## config.mk

```make
export PLATFORM = sky130hd
export DESIGN_NAME = tile_dft2d_top
export DESIGN_NICKNAME = d
export VERILOG_FILES = /design/src/dft2d_pkg.sv /design/src/cplx_vec_if.sv /design/src/row_gather.sv /design/src/dft4_unit.sv /design/src/corner_turn_buffer.sv /design/src/out_serializer.sv /design/src/tile_dft2d_top.sv
export SDC_FILE = /design/constraint.sdc
export NUM_CORES = 1
export LEC_CHECK = 0
export BUFFER_PORTS_ARGS = -buffer_cell sky130_fd_sc_hd__buf_2
export CAP_MARGIN = 10
export CELL_PAD_IN_SITES_DETAIL_PLACEMENT = 1
export CELL_PAD_IN_SITES_GLOBAL_PLACEMENT = 1
export CORE_UTILIZATION = 28
export DETAILED_ROUTE_END_ITERATION = 10
export GPL_TIMING_DRIVEN = 1
export HOLD_SLACK_MARGIN = 0.08
export PLACE_DENSITY = 0.55
export RECOVER_POWER = 100
export SLEW_MARGIN = 5
export SYNTH_ARGS = -nofsm -noshare
export SYNTH_HDL_FRONTEND = slang
export SYNTH_SLANG_ARGS = --single-unit
```

## constraint.sdc

```tcl
create_clock -name clk -period 10.19 [get_ports clk]
set_clock_uncertainty 0.2 [all_clocks]
set_input_delay 0.5095 -clock clk [delete_from_list [all_inputs] [get_ports clk]]
set_output_delay 0.5095 -clock clk [all_outputs]
set_load 0.01 [all_outputs]
```

## src/dft2d_pkg.sv

```systemverilog
`default_nettype none

package dft2d_pkg;

  localparam int TILE_N       = 4;                // tile edge and dft length
  localparam int TILE_SAMPLES = TILE_N * TILE_N;  // samples per tile
  localparam int IN_W         = 12;               // real input sample
  localparam int ROW_W        = 14;               // after row pass, 4x growth
  localparam int OUT_W        = 16;               // after column pass, 16x growth

  typedef logic signed [IN_W-1:0] in_sample_t;

  typedef struct packed {
    logic signed [ROW_W-1:0] re;
    logic signed [ROW_W-1:0] im;
  } row_cplx_t;

  typedef struct packed {
    logic signed [OUT_W-1:0] re;
    logic signed [OUT_W-1:0] im;
  } out_cplx_t;

  typedef logic [1:0] idx_t;  // position within a row or column

  // real sample into a complex row element, imag tied to zero
  function automatic row_cplx_t to_row(input in_sample_t s);
    row_cplx_t r;
    r.re = ROW_W'(s);  // sign extend
    r.im = '0;
    return r;
  endfunction

  function automatic out_cplx_t to_out(input row_cplx_t x);
    out_cplx_t r;
    r.re = OUT_W'(x.re);  // sign extend
    r.im = OUT_W'(x.im);
    return r;
  endfunction

  // -j * (re + j im) = im - j re
  function automatic out_cplx_t mul_neg_j(input out_cplx_t x);
    out_cplx_t r;
    r.re = x.im;
    r.im = -x.re;
    return r;
  endfunction

endpackage

`default_nettype wire

```

## src/cplx_vec_if.sv

```systemverilog
`timescale 1ns/1ps
`default_nettype none

interface cplx_vec_if import dft2d_pkg::*; #(
  parameter type elem_t = row_cplx_t  // element of the vector
);

  logic  valid;           // vector present
  logic  ready;           // sink can take it
  elem_t data [TILE_N];   // one row or one column
  logic  last;            // final vector of a tile

  // source holds data, last and valid until valid && ready
  modport src (
    output valid,
    output data,
    output last,
    input  ready
  );

  modport snk (
    input  valid,
    input  data,
    input  last,
    output ready
  );

endinterface

`default_nettype wire

```

## src/row_gather.sv

```systemverilog
`timescale 1ns/1ps
`default_nettype none

module row_gather import dft2d_pkg::*; (
  input  logic       clk,
  input  logic       rst_n_i,
  input  in_sample_t sample_i,
  input  logic       sample_valid_i,
  output logic       sample_ready_o,
  cplx_vec_if.src    row_o
);

  in_sample_t shift_q [TILE_N];  // row being collected, oldest at 0
  idx_t       col_q;             // next column position
  idx_t       row_q;             // row within tile of the waiting vector
  logic       full_q;            // completed row waits for the row dft
  logic       accept;
  logic       row_take;

  assign sample_ready_o = ~full_q;  // stall input while a row waits
  assign accept         = sample_valid_i & sample_ready_o;
  assign row_take       = row_o.valid & row_o.ready;

  assign row_o.valid = full_q;
  assign row_o.last  = (row_q == idx_t'(TILE_N - 1));  // fourth row closes the tile

  always_comb
  begin
    for (int k = 0; k < TILE_N; k++)
    begin
      row_o.data[k] = to_row(shift_q[k]);  // real in, imag zero
    end
  end

  // sample shift register, newest enters at the top
  always_ff @(posedge clk)
  begin
    if (accept)
    begin
      for (int k = 0; k < TILE_N - 1; k++)
      begin
        shift_q[k] <= shift_q[k+1];
      end
      shift_q[TILE_N-1] <= sample_i;
    end
  end

  always_ff @(posedge clk or negedge rst_n_i)
  begin
    if (!rst_n_i)
    begin
      col_q  <= '0;
      row_q  <= '0;
      full_q <= 1'b0;
    end
    else
    begin
      if (accept)
      begin
        col_q <= col_q + 1'b1;  // wraps to 0 after column 3
        if (col_q == idx_t'(TILE_N - 1))
        begin
          full_q <= 1'b1;  // vector valid next cycle
        end
      end
      else if (row_take)
      begin
        full_q <= 1'b0;
        row_q  <= row_q + 1'b1;  // wraps at tile end
      end
    end
  end

endmodule

`default_nettype wire

```

## src/dft4_unit.sv

```systemverilog
`timescale 1ns/1ps
`default_nettype none

module dft4_unit import dft2d_pkg::*; #(
  parameter type in_t  = row_cplx_t,  // element type on vec_i
  parameter type out_t = row_cplx_t   // element type on vec_o
) (
  input  logic    clk,
  input  logic    rst_n_i,
  cplx_vec_if.snk vec_i,
  cplx_vec_if.src vec_o
);

  localparam int OW = $bits(out_t) / 2;  // one component of out_t

  in_t       in_elem [TILE_N];
  out_cplx_t w       [TILE_N];  // inputs widened to full width
  out_cplx_t y       [TILE_N];  // full width results
  out_t      y_n     [TILE_N];  // results sized to out_t
  out_t      res_q   [TILE_N];  // output register
  out_cplx_t s02;
  out_cplx_t d02;
  out_cplx_t s13;
  out_cplx_t d13;
  out_cplx_t rot;               // -j * (b - d)
  logic      valid_q;
  logic      last_q;
  logic      take;

  assign vec_i.ready = ~valid_q | vec_o.ready;  // empty or draining this cycle
  assign take        = vec_i.valid & vec_i.ready;

  always_comb
  begin
    for (int k = 0; k < TILE_N; k++)
    begin
      in_elem[k] = vec_i.data[k];
      w[k]       = to_out(in_elem[k]);
    end
    s02.re = w[0].re + w[2].re;  // a + c
    s02.im = w[0].im + w[2].im;
    d02.re = w[0].re - w[2].re;  // a - c
    d02.im = w[0].im - w[2].im;
    s13.re = w[1].re + w[3].re;  // b + d
    s13.im = w[1].im + w[3].im;
    d13.re = w[1].re - w[3].re;  // b - d
    d13.im = w[1].im - w[3].im;
    rot    = mul_neg_j(d13);
    y[0].re = s02.re + s13.re;   // X0
    y[0].im = s02.im + s13.im;
    y[1].re = d02.re + rot.re;   // X1 = (a-c) - j(b-d)
    y[1].im = d02.im + rot.im;
    y[2].re = s02.re - s13.re;   // X2
    y[2].im = s02.im - s13.im;
    y[3].re = d02.re - rot.re;   // X3 = (a-c) + j(b-d)
    y[3].im = d02.im - rot.im;
    for (int k = 0; k < TILE_N; k++)
    begin
      y_n[k].re = y[k].re[OW-1:0];  // row pass fits in ROW_W
      y_n[k].im = y[k].im[OW-1:0];
    end
  end

  always_ff @(posedge clk)
  begin
    if (take)
    begin
      res_q <= y_n;
    end
  end

  always_ff @(posedge clk or negedge rst_n_i)
  begin
    if (!rst_n_i)
    begin
      valid_q <= 1'b0;
      last_q  <= 1'b0;
    end
    else if (take)
    begin
      valid_q <= 1'b1;  // result one cycle after input transfer
      last_q  <= vec_i.last;
    end
    else if (vec_o.ready)
    begin
      valid_q <= 1'b0;
    end
  end

  assign vec_o.valid = valid_q;
  assign vec_o.last  = last_q;
  assign vec_o.data  = res_q;

endmodule

`default_nettype wire

```

## src/corner_turn_buffer.sv

```systemverilog
`timescale 1ns/1ps
`default_nettype none

module corner_turn_buffer import dft2d_pkg::*; (
  input  logic    clk,
  input  logic    rst_n_i,
  cplx_vec_if.snk row_i,
  cplx_vec_if.src col_o
);

  // flat tile store per bank, address is {row, col}
  row_cplx_t mem_q [2][TILE_SAMPLES];

  logic       wr_bank_q;  // bank being filled by rows
  idx_t       wr_row_q;   // next row to write
  logic       rd_bank_q;  // bank being drained by columns
  idx_t       rd_col_q;   // next column to present
  logic [1:0] full_q;     // bank holds a complete tile
  logic       wr_take;
  logic       rd_take;

  assign row_i.ready = ~full_q[wr_bank_q];  // both banks full stalls the writer
  assign wr_take     = row_i.valid & row_i.ready;

  assign col_o.valid = full_q[rd_bank_q];
  assign col_o.last  = (rd_col_q == idx_t'(TILE_N - 1));  // column 3 ends the tile
  assign rd_take     = col_o.valid & col_o.ready;

  // column read, stride TILE_N through the bank
  always_comb
  begin
    for (int k = 0; k < TILE_N; k++)
    begin
      col_o.data[k] = mem_q[rd_bank_q][{idx_t'(k), rd_col_q}];
    end
  end

  // whole row written in one transfer
  always_ff @(posedge clk)
  begin
    if (wr_take)
    begin
      for (int k = 0; k < TILE_N; k++)
      begin
        mem_q[wr_bank_q][{wr_row_q, idx_t'(k)}] <= row_i.data[k];
      end
    end
  end

  always_ff @(posedge clk or negedge rst_n_i)
  begin
    if (!rst_n_i)
    begin
      wr_bank_q <= 1'b0;
      wr_row_q  <= '0;
      rd_bank_q <= 1'b0;
      rd_col_q  <= '0;
      full_q    <= '0;
    end
    else
    begin
      if (wr_take)
      begin
        wr_row_q <= row_i.last ? idx_t'(0) : wr_row_q + 1'b1;
        if (row_i.last)
        begin
          full_q[wr_bank_q] <= 1'b1;  // readable next cycle
          wr_bank_q         <= ~wr_bank_q;
        end
      end
      // read and write banks always differ here
      if (rd_take)
      begin
        rd_col_q <= rd_col_q + 1'b1;  // wraps after column 3
        if (col_o.last)
        begin
          full_q[rd_bank_q] <= 1'b0;  // bank free for the writer
          rd_bank_q         <= ~rd_bank_q;
        end
      end
    end
  end

endmodule

`default_nettype wire

```

## src/out_serializer.sv

```systemverilog
`timescale 1ns/1ps
`default_nettype none

module out_serializer import dft2d_pkg::*; (
  input  logic                    clk,
  input  logic                    rst_n_i,
  cplx_vec_if.snk                 col_i,
  output logic signed [OUT_W-1:0] out_re_o,
  output logic signed [OUT_W-1:0] out_im_o,
  output logic                    out_valid_o,
  input  logic                    out_ready_i,
  output logic                    out_last_o
);

  out_cplx_t vec_q [TILE_N];  // held column vector
  idx_t      elem_q;          // element on the output
  logic      valid_q;         // vector held
  logic      last_q;          // held vector is the tile's last column
  logic      out_take;
  logic      done;
  logic      take;

  assign out_take = valid_q & out_ready_i;
  assign done     = out_take & (elem_q == idx_t'(TILE_N - 1));  // last element leaves

  // reload in the cycle the last element goes out, no bubble
  assign col_i.ready = ~valid_q | done;
  assign take        = col_i.valid & col_i.ready;

  assign out_valid_o = valid_q;
  assign out_re_o    = vec_q[elem_q].re;
  assign out_im_o    = vec_q[elem_q].im;
  assign out_last_o  = last_q & (elem_q == idx_t'(TILE_N - 1));  // X[3][3]

  always_ff @(posedge clk)
  begin
    if (take)
    begin
      vec_q <= col_i.data;
    end
  end

  always_ff @(posedge clk or negedge rst_n_i)
  begin
    if (!rst_n_i)
    begin
      valid_q <= 1'b0;
      last_q  <= 1'b0;
      elem_q  <= '0;
    end
    else if (take)
    begin
      valid_q <= 1'b1;
      last_q  <= col_i.last;
      elem_q  <= '0;
    end
    else if (done)
    begin
      valid_q <= 1'b0;
      elem_q  <= '0;
    end
    else if (out_take)
    begin
      elem_q <= elem_q + 1'b1;  // next u of the same column
    end
  end

endmodule

`default_nettype wire

```

## src/tile_dft2d_top.sv

```systemverilog
`timescale 1ns/1ps
`default_nettype none

module tile_dft2d_top import dft2d_pkg::*; (
  input  logic                    clk,
  input  logic                    rst_n_i,
  input  in_sample_t              sample_i,        // row-major real samples
  input  logic                    sample_valid_i,
  output logic                    sample_ready_o,
  output logic signed [OUT_W-1:0] out_re_o,        // column-major X[u][v]
  output logic signed [OUT_W-1:0] out_im_o,
  output logic                    out_valid_o,
  input  logic                    out_ready_i,
  output logic                    out_last_o       // high on X[3][3]
);

  cplx_vec_if #(.elem_t(row_cplx_t)) raw_row  ();  // gathered rows, imag zero
  cplx_vec_if #(.elem_t(row_cplx_t)) row_spec ();  // row dft results
  cplx_vec_if #(.elem_t(row_cplx_t)) col_vec  ();  // transposed columns
  cplx_vec_if #(.elem_t(out_cplx_t)) col_spec ();  // column dft results

  // decode, serial samples into row vectors
  row_gather u_row_gather (
    .clk            (clk),
    .rst_n_i        (rst_n_i),
    .sample_i       (sample_i),
    .sample_valid_i (sample_valid_i),
    .sample_ready_o (sample_ready_o),
    .row_o          (raw_row)
  );

  dft4_unit #(
    .in_t  (row_cplx_t),
    .out_t (row_cplx_t)
  ) u_row_dft (
    .clk     (clk),
    .rst_n_i (rst_n_i),
    .vec_i   (raw_row),
    .vec_o   (row_spec)
  );

  // two tiles in flight, ping-pong banks
  corner_turn_buffer u_corner_turn (
    .clk     (clk),
    .rst_n_i (rst_n_i),
    .row_i   (row_spec),
    .col_o   (col_vec)
  );

  dft4_unit #(
    .in_t  (row_cplx_t),
    .out_t (out_cplx_t)
  ) u_col_dft (
    .clk     (clk),
    .rst_n_i (rst_n_i),
    .vec_i   (col_vec),
    .vec_o   (col_spec)
  );

  out_serializer u_out_serializer (
    .clk         (clk),
    .rst_n_i     (rst_n_i),
    .col_i       (col_spec),
    .out_re_o    (out_re_o),
    .out_im_o    (out_im_o),
    .out_valid_o (out_valid_o),
    .out_ready_i (out_ready_i),
    .out_last_o  (out_last_o)
  );

endmodule

`default_nettype wire

```

Yosys cells after proc, flatten, opt, wreduce, memory -nomap -nowiden
Memories as Yosys holds them, arrays and structs flattened.
Index checks and enable logic that the tools add are counted.
- add/subtract/negate cells: 30
- order comparisons: 17
- equality and inequality tests: 6
- muxes and demuxes: 1399
- bitwise gates (word level): 1375
- reductions and logical operators: 14
- operators with widths (operator ; number):
    2-to-1 mux 448 bit ; 4
    2-to-1 mux 1 bit ; 1362
    OR 1 bit ; 1347
    binary-select mux 28 bit (select 4 bit) ; 4
    demux 28 bit (select 4 bit) ; 4
    2-to-1 mux 28 bit ; 12
    adder 16 bit ; 4
    binary-select mux 32 bit (select 2 bit) ; 1
    2-to-1 mux 32 bit ; 2
    subtractor 16 bit ; 4
    adder 14 x 14 -> 15 bit ; 4
    subtractor 14 x 14 -> 15 bit ; 4
    greater-or-equal comparator 5 bit, second input constant ; 8
    NOT 4 -> 5 bit ; 6
    adder 12 x 12 -> 13 bit ; 2
    subtractor 12 x 12 -> 13 bit ; 2
    less-than comparator 5 x 1 -> 1 bit, second input constant ; 4
    2-to-1 mux 2 bit ; 8
    negator 16 bit ; 1
    adder 14 bit ; 1
    negator 14 bit ; 1
    subtractor 1 x 14 -> 14 bit, first input constant ; 1
    subtractor 14 bit ; 1
    adder 2 x 1 -> 2 bit, second input constant ; 5
    18 further kinds ; 49
- register bits after elaboration: 347
- memory bits (writable): 944
- input bits: 16
- output and inout port bits: 35
- logic and storage cells: 2879
- memories: 2
- memory list (memory ; depth ; width ; rd ports ; clocked after Yosys merged registers in ; wr ports ; RTL line ; source):
    u_corner_turn.mem_q ; 2 ; 448 ; 1 ; 0 ; 1 ; corner_turn_buffer.sv:12 ; row_cplx_t mem_q [2][TILE_SAMPLES];
    u_row_gather.shift_q ; 4 ; 12 ; 4 ; 0 ; 4 ; row_gather.sv:13 ; in_sample_t shift_q [TILE_N];

Logic depth before layout (Yosys ltp)
- depth after elaboration: 10
- gate-level depth with buffers: 25

By module
Synthesis repeated with hierarchy kept, for this count alone.
- cell total of the unflattened synthesis: 5183
- area total of the unflattened synthesis: 73422.9 µm²
- modules (own cells, without submodules) (module ; times used ; cells an instance ; area an instance (µm²) ; sequential area each (µm²)):
    corner_turn_buffer ; 1 ; 1748 ; 38984.9 ; 27106.0
    dft4_unit at u_col_dft ; 1 ; 1673 ; 14617.8 ; 3773.6
    dft4_unit at u_row_dft ; 1 ; 1444 ; 12782.3 ; 3293.2
    out_serializer ; 1 ; 189 ; 4883.4 ; 3943.8
    row_gather ; 1 ; 129 ; 2154.6 ; 1566.5

Worst setup path before layout
OpenSTA, ideal clock, no wires.
- kind: flip-flop to flip-flop
- from: register u_corner_turn.rd_bank_q
- to: register u_corner_turn.full_q[0]
- library setup time: 0.126 ns
- data arrival time: 8.428 ns
- required time: 9.864 ns
- path slack: 1.436 ns
- cell stages (with the launch flop): 7
- buffers on the path: 2
- period minus slack after synthesis: 8.754 ns
- cells stage by stage: dfrtp_1 clkbuf_1 buf_1 mux2i_1 a21oi_1 nand2_1 o22a_1
- elaborated cells between the ends (all ways): 12
- RTL lines (item ; RTL line ; source):
    start, declared ; corner_turn_buffer.sv:16 ; logic rd_bank_q;
    start signal, assigned ; corner_turn_buffer.sv:78 ; rd_bank_q <= ~rd_bank_q;
    2-to-1 mux 1 bit (not written as such) (2 in series) ; corner_turn_buffer.sv:25 ; assign col_o.valid = full_q[rd_bank_q];
    bitwise AND 1 bit ; n/a ;
    named net u_col_dft.take ; dft4_unit.sv:28 ; logic take;
    2-to-1 mux 2 bit ; corner_turn_buffer.sv:72 ; if (rd_take)
    end signal, assigned ; corner_turn_buffer.sv:58 ; full_q <= '0;
    end signal, assigned by index ; corner_turn_buffer.sv:67 ; full_q[wr_bank_q] <= 1'b1;
    end signal, assigned by index ; corner_turn_buffer.sv:77 ; full_q[rd_bank_q] <= 1'b0;
    end, declared ; corner_turn_buffer.sv:18 ; logic [1:0] full_q;
The timed path passes the listed nets, and every way through them passes these cells. The select of a mux whose other input is x is not followed.
A chain may end at the register's enable or synchronous reset.

==> metrics list <==
- In this run, post-CTS hold repair placed 15 buffers.
- Critical path's largest stage delay: approximately 2.1 ns
- Entering global routing, the biggest net connects 130 pins.
* Average wire per cell in the routed design: 20.6 um
- Summed negative setup slack over all endpoints: 0 ns
- Derived from the worst setup path, the maximum achievable clock frequency is 0.121 GHz.
- The most common cell in the synthesized netlist is sky130_fd_sc_hd__edfxtp_1.
* Critical Path AT: ~8.5 ns
- Clk_lat worst skew: 0.74 ns
- Master of the slowest instance on the critical path: sky130_fd_sc_hd__dfrtp_1
- Share of the cycle needed by the critical path after routing: 80.9%
* Remaining antenna violation count after routing: 0
- Routability cong.: between 0.8 and 0.9
- The final number of hold-violating endpoints is 0.
- WP buf/inv: 2
- Measured against its own limit, the worst slew margin works out to -224%.
- The run finished, with violations left.
- In this run the worst hold path is classified as flop to flop.
- After detailed routing, the number of remaining DRC violations is 0.
* Buffer levels on the longest clock path: 3
- OpenSTA, run right after detailed placement, puts the worst setup slack at 3.25 ns.
- Slew Limit Fails: 1120
- Final critical path time including I/O delays and setup: a little over 8 ns
- Summing every instance area after synthesis gives 49300 um2.
- For this run, the number of Yosys warnings is 0.
- Global routing used 14.6% of the available tracks.
* Flip-flop cell with the highest count after synthesis: sky130_fd_sc_hd__edfxtp_1
- The worst setup path is captured at a flop.
* Final cell utilization of the core: between 30% and 40%
- Portion of synthesized cell area occupied by the leading cell type: 55.3%
- Max Cap Viol: 23
- Post-synth EDFFs: between 900 and 1000
- Number of instances in the synthesized netlist: 3882
- Starting DRT DRC Count: 1926
- The routed layout has 29700 vias.
- Clock tree from TritonCTS: built
* Detailed-router iteration count before antenna repair: 5
- Area contributors post-synth: sky130_fd_sc_hd__edfxtp_1 (55%), sky130_fd_sc_hd__ha_1 (8.0%), sky130_fd_sc_hd__mux4_2 (5.1%)
- The die covers 178000 um2.
- After legalization and detailed placement, the total HPWL measured 93700 um.
- The cell sitting at the root of the clock tree is a sky130_fd_sc_hd__clkbuf_16.
* Dominant cell type by area after synthesis: sky130_fd_sc_hd__edfxtp_1
* Initial antenna violation count: 4
- The setup path with the least slack is of type flop to flop.
- Synthesized area divided by synthesized cell count: 12.7 um2
- Largest driver fanout on the critical path: 40
- DR vias/cell: 4.67
* I/O pin count: 51
- The floorplan step set the die height to about 420 um.
* Top post-synthesis cells by count: sky130_fd_sc_hd__edfxtp_1 (907), sky130_fd_sc_hd__nand2_1 (366), sky130_fd_sc_hd__ha_1 (316)
- Die X: 421 um
- Total wirelength of the detailed-routed design: between 100000 and 150000 um
- The clock tree synthesis step divided the H-tree into 3 levels.
- Global-route wire length before repair: ~200000 um
* Cell type group with the largest total delay on the critical path: simple AND/OR/NAND/NOR gates
- For the pin with the worst max-slew slack, the measured transition is 4.86 ns.
* Syn nets: 4236
- Endpoints failing setup: 0
* Worst-path cell chain: buf_4, mux4_2, nor2_1, a21oi_1, ha_1, nor2_1, nand2_1, o21ai_0, nor3_1, nand3b_1, or3_1, nand4bb_1, nor3b_2, xnor2_1, ha_1, clkinv_1, a31oi_1, nand2_1, a211o_1
* Effective utilization at floorplan: 28.2%
- Required time at the endpoint of the critical path: 10.45 ns
* Layout cell share with drive strength beyond 1: 9.05%
- After clock tree synthesis, the clock-pin slew on the worst setup and hold paths is 0.06 ns.
- Number of sinks handled by clock tree synthesis: slightly above 900
- Counting the buffers created by CTS gives 105.
- Final cell count without fillers: 6358
- Global routing finished with a remaining overflow of 0.
* Violations in the final reports: capacitance limit, slew limit
- The filler cells instantiated in the layout total ~19000.
- Post-cts gate resize count: 0
- RSZ-0062 raised after global routing: false
* Proportion of register bits with asynchronous set or reset after synthesis: 2.26%
- The net count of the finished layout is 4296.
- Post-synth cell types: 85
- Total number of placement rows: approximately 150
- The area growth from synthesis to layout is 12.9%.
- The core region is ~170000 um2.
- Summing the sequential cell areas from Yosys gives 56.4% of the chip area.
- Including well taps, the total number of placed cells is a little over 6000.
- Number of synthesized register bits: 928
* Via count of the first global-routing pass: about 31000
- Buffers placed on the I/O ports in this run total 50.
- Min setup slack post-route: a little under 2 ns
* Worst setup SP type: flop
- Post CTS Setup Buffer Count: 0
-- layout by cell type (no fill, tap or decap), drive strengths merged, types with 16 or more instances in the layout --
cell type  instances
and3              33
o211ai            17
o21bai            53
o211a             28
nand2b            33
clkbuf           196
inv              306
dfrtp             21
nand3             26
o21ai             97
nor2             228
o21a              23
a21o              49
edfxtp           907
clkinv            43
nor2b             34
or3               25
nor3              71
mux4             111
buf               29
a21oi            188
xor2              84
ha               316
nand2            366
o31ai             17
fa                22
mux2i             86
xnor2            193
mux2              38
nor4              16
a31oi             21
and2             149
-- layer usage --
metal  part of all wire, %  vias up  track usage (%)
li1                      -    14200                -
met1                    47    14900             19.9
met2                    46      420             23.6
met3                   3.6      175             2.22
met4                   2.9        2             4.56
met5                0.0099        -                0
-- logic make-up (layout without fill, tap and decap cells) --
logic type / count (synthesis) / after routing / synth area share, %
other: 0 / 2 / 0
buffers and inverters: 455 / 604 / 3.49
and+or+nand+nor: 1033 / 1033 / 10.0
adders and majority gates: 338 / 338 / 8.92
xor gates and xnor gates: 277 / 277 / 4.99
AOI/OAI and AO/OA: 616 / 616 / 8.53
DFF: 928 / 928 / 56.4
muxes: 235 / 235 / 7.69
-- worst paths after layout --
check,cells past startpoint,slack (ns),end,startpoint
min reg2reg,0,0.20,u_out_serializer.vec_q[64],u_col_dft.vec_o.data[0]
max in group asynchronous,2,7.83,u_corner_turn.rd_col_q[1],rst_n_i
min,0,0.20,u_out_serializer.vec_q[64],u_col_dft.vec_o.data[0]
min in group asynchronous,2,0.63,u_row_gather.row_o.valid,rst_n_i
max reg2reg,19,1.94,u_col_dft.vec_o.data[78],u_corner_turn.rd_bank_q
max,19,1.94,u_col_dft.vec_o.data[78],u_corner_turn.rd_bank_q
-- state kept, by name (all words and copies together), names as in the netlist --
register                      flops
u_col_dft.vec_o.data            124
u_col_dft.vec_o.last              1
u_col_dft.vec_o.valid             1
u_corner_turn.full_q              2
u_corner_turn.mem_q             544
u_corner_turn.rd_bank_q           1
u_corner_turn.rd_col_q            2
u_corner_turn.wr_bank_q           1
u_corner_turn.wr_row_q            2
u_out_serializer.elem_q           2
u_out_serializer.last_q           1
u_out_serializer.out_valid_o      1
u_out_serializer.vec_q          124
u_row_dft.vec_o.data             67
u_row_dft.vec_o.last              1
u_row_dft.vec_o.valid             1
u_row_gather.col_q                2
u_row_gather.row_o.valid          1
u_row_gather.row_q                2
u_row_gather.shift_q             48
-- area by class of cell --
type	count	area, um2	share of cell area, %
Multi-Input combinational cell	2499	19700	35.5
Clock inverter	57	616	1.11
Antenna cell	2	5.00	0.00900
Sequential cell	928	27800	49.9
Tap cell	2325	2910	5.23
Inverter	307	1150	2.07
Clock buffer	139	2850	5.12
Timing Repair Buffer	101	577	1.04
-- through the flow --
stage	cell area [um2]	hold WS, ns
5_1_grt	55600	0.218
6_report	55600	0.204
4_1_cts	55900	0.163
2_1_floorplan	49300	0.0139
3_5_place_dp	52200	0.206
3_3_place_gp	52200	0.201
Power is not shown: default switching activity piles up to over one toggle a cycle in this logic, so the estimate is an artifact.
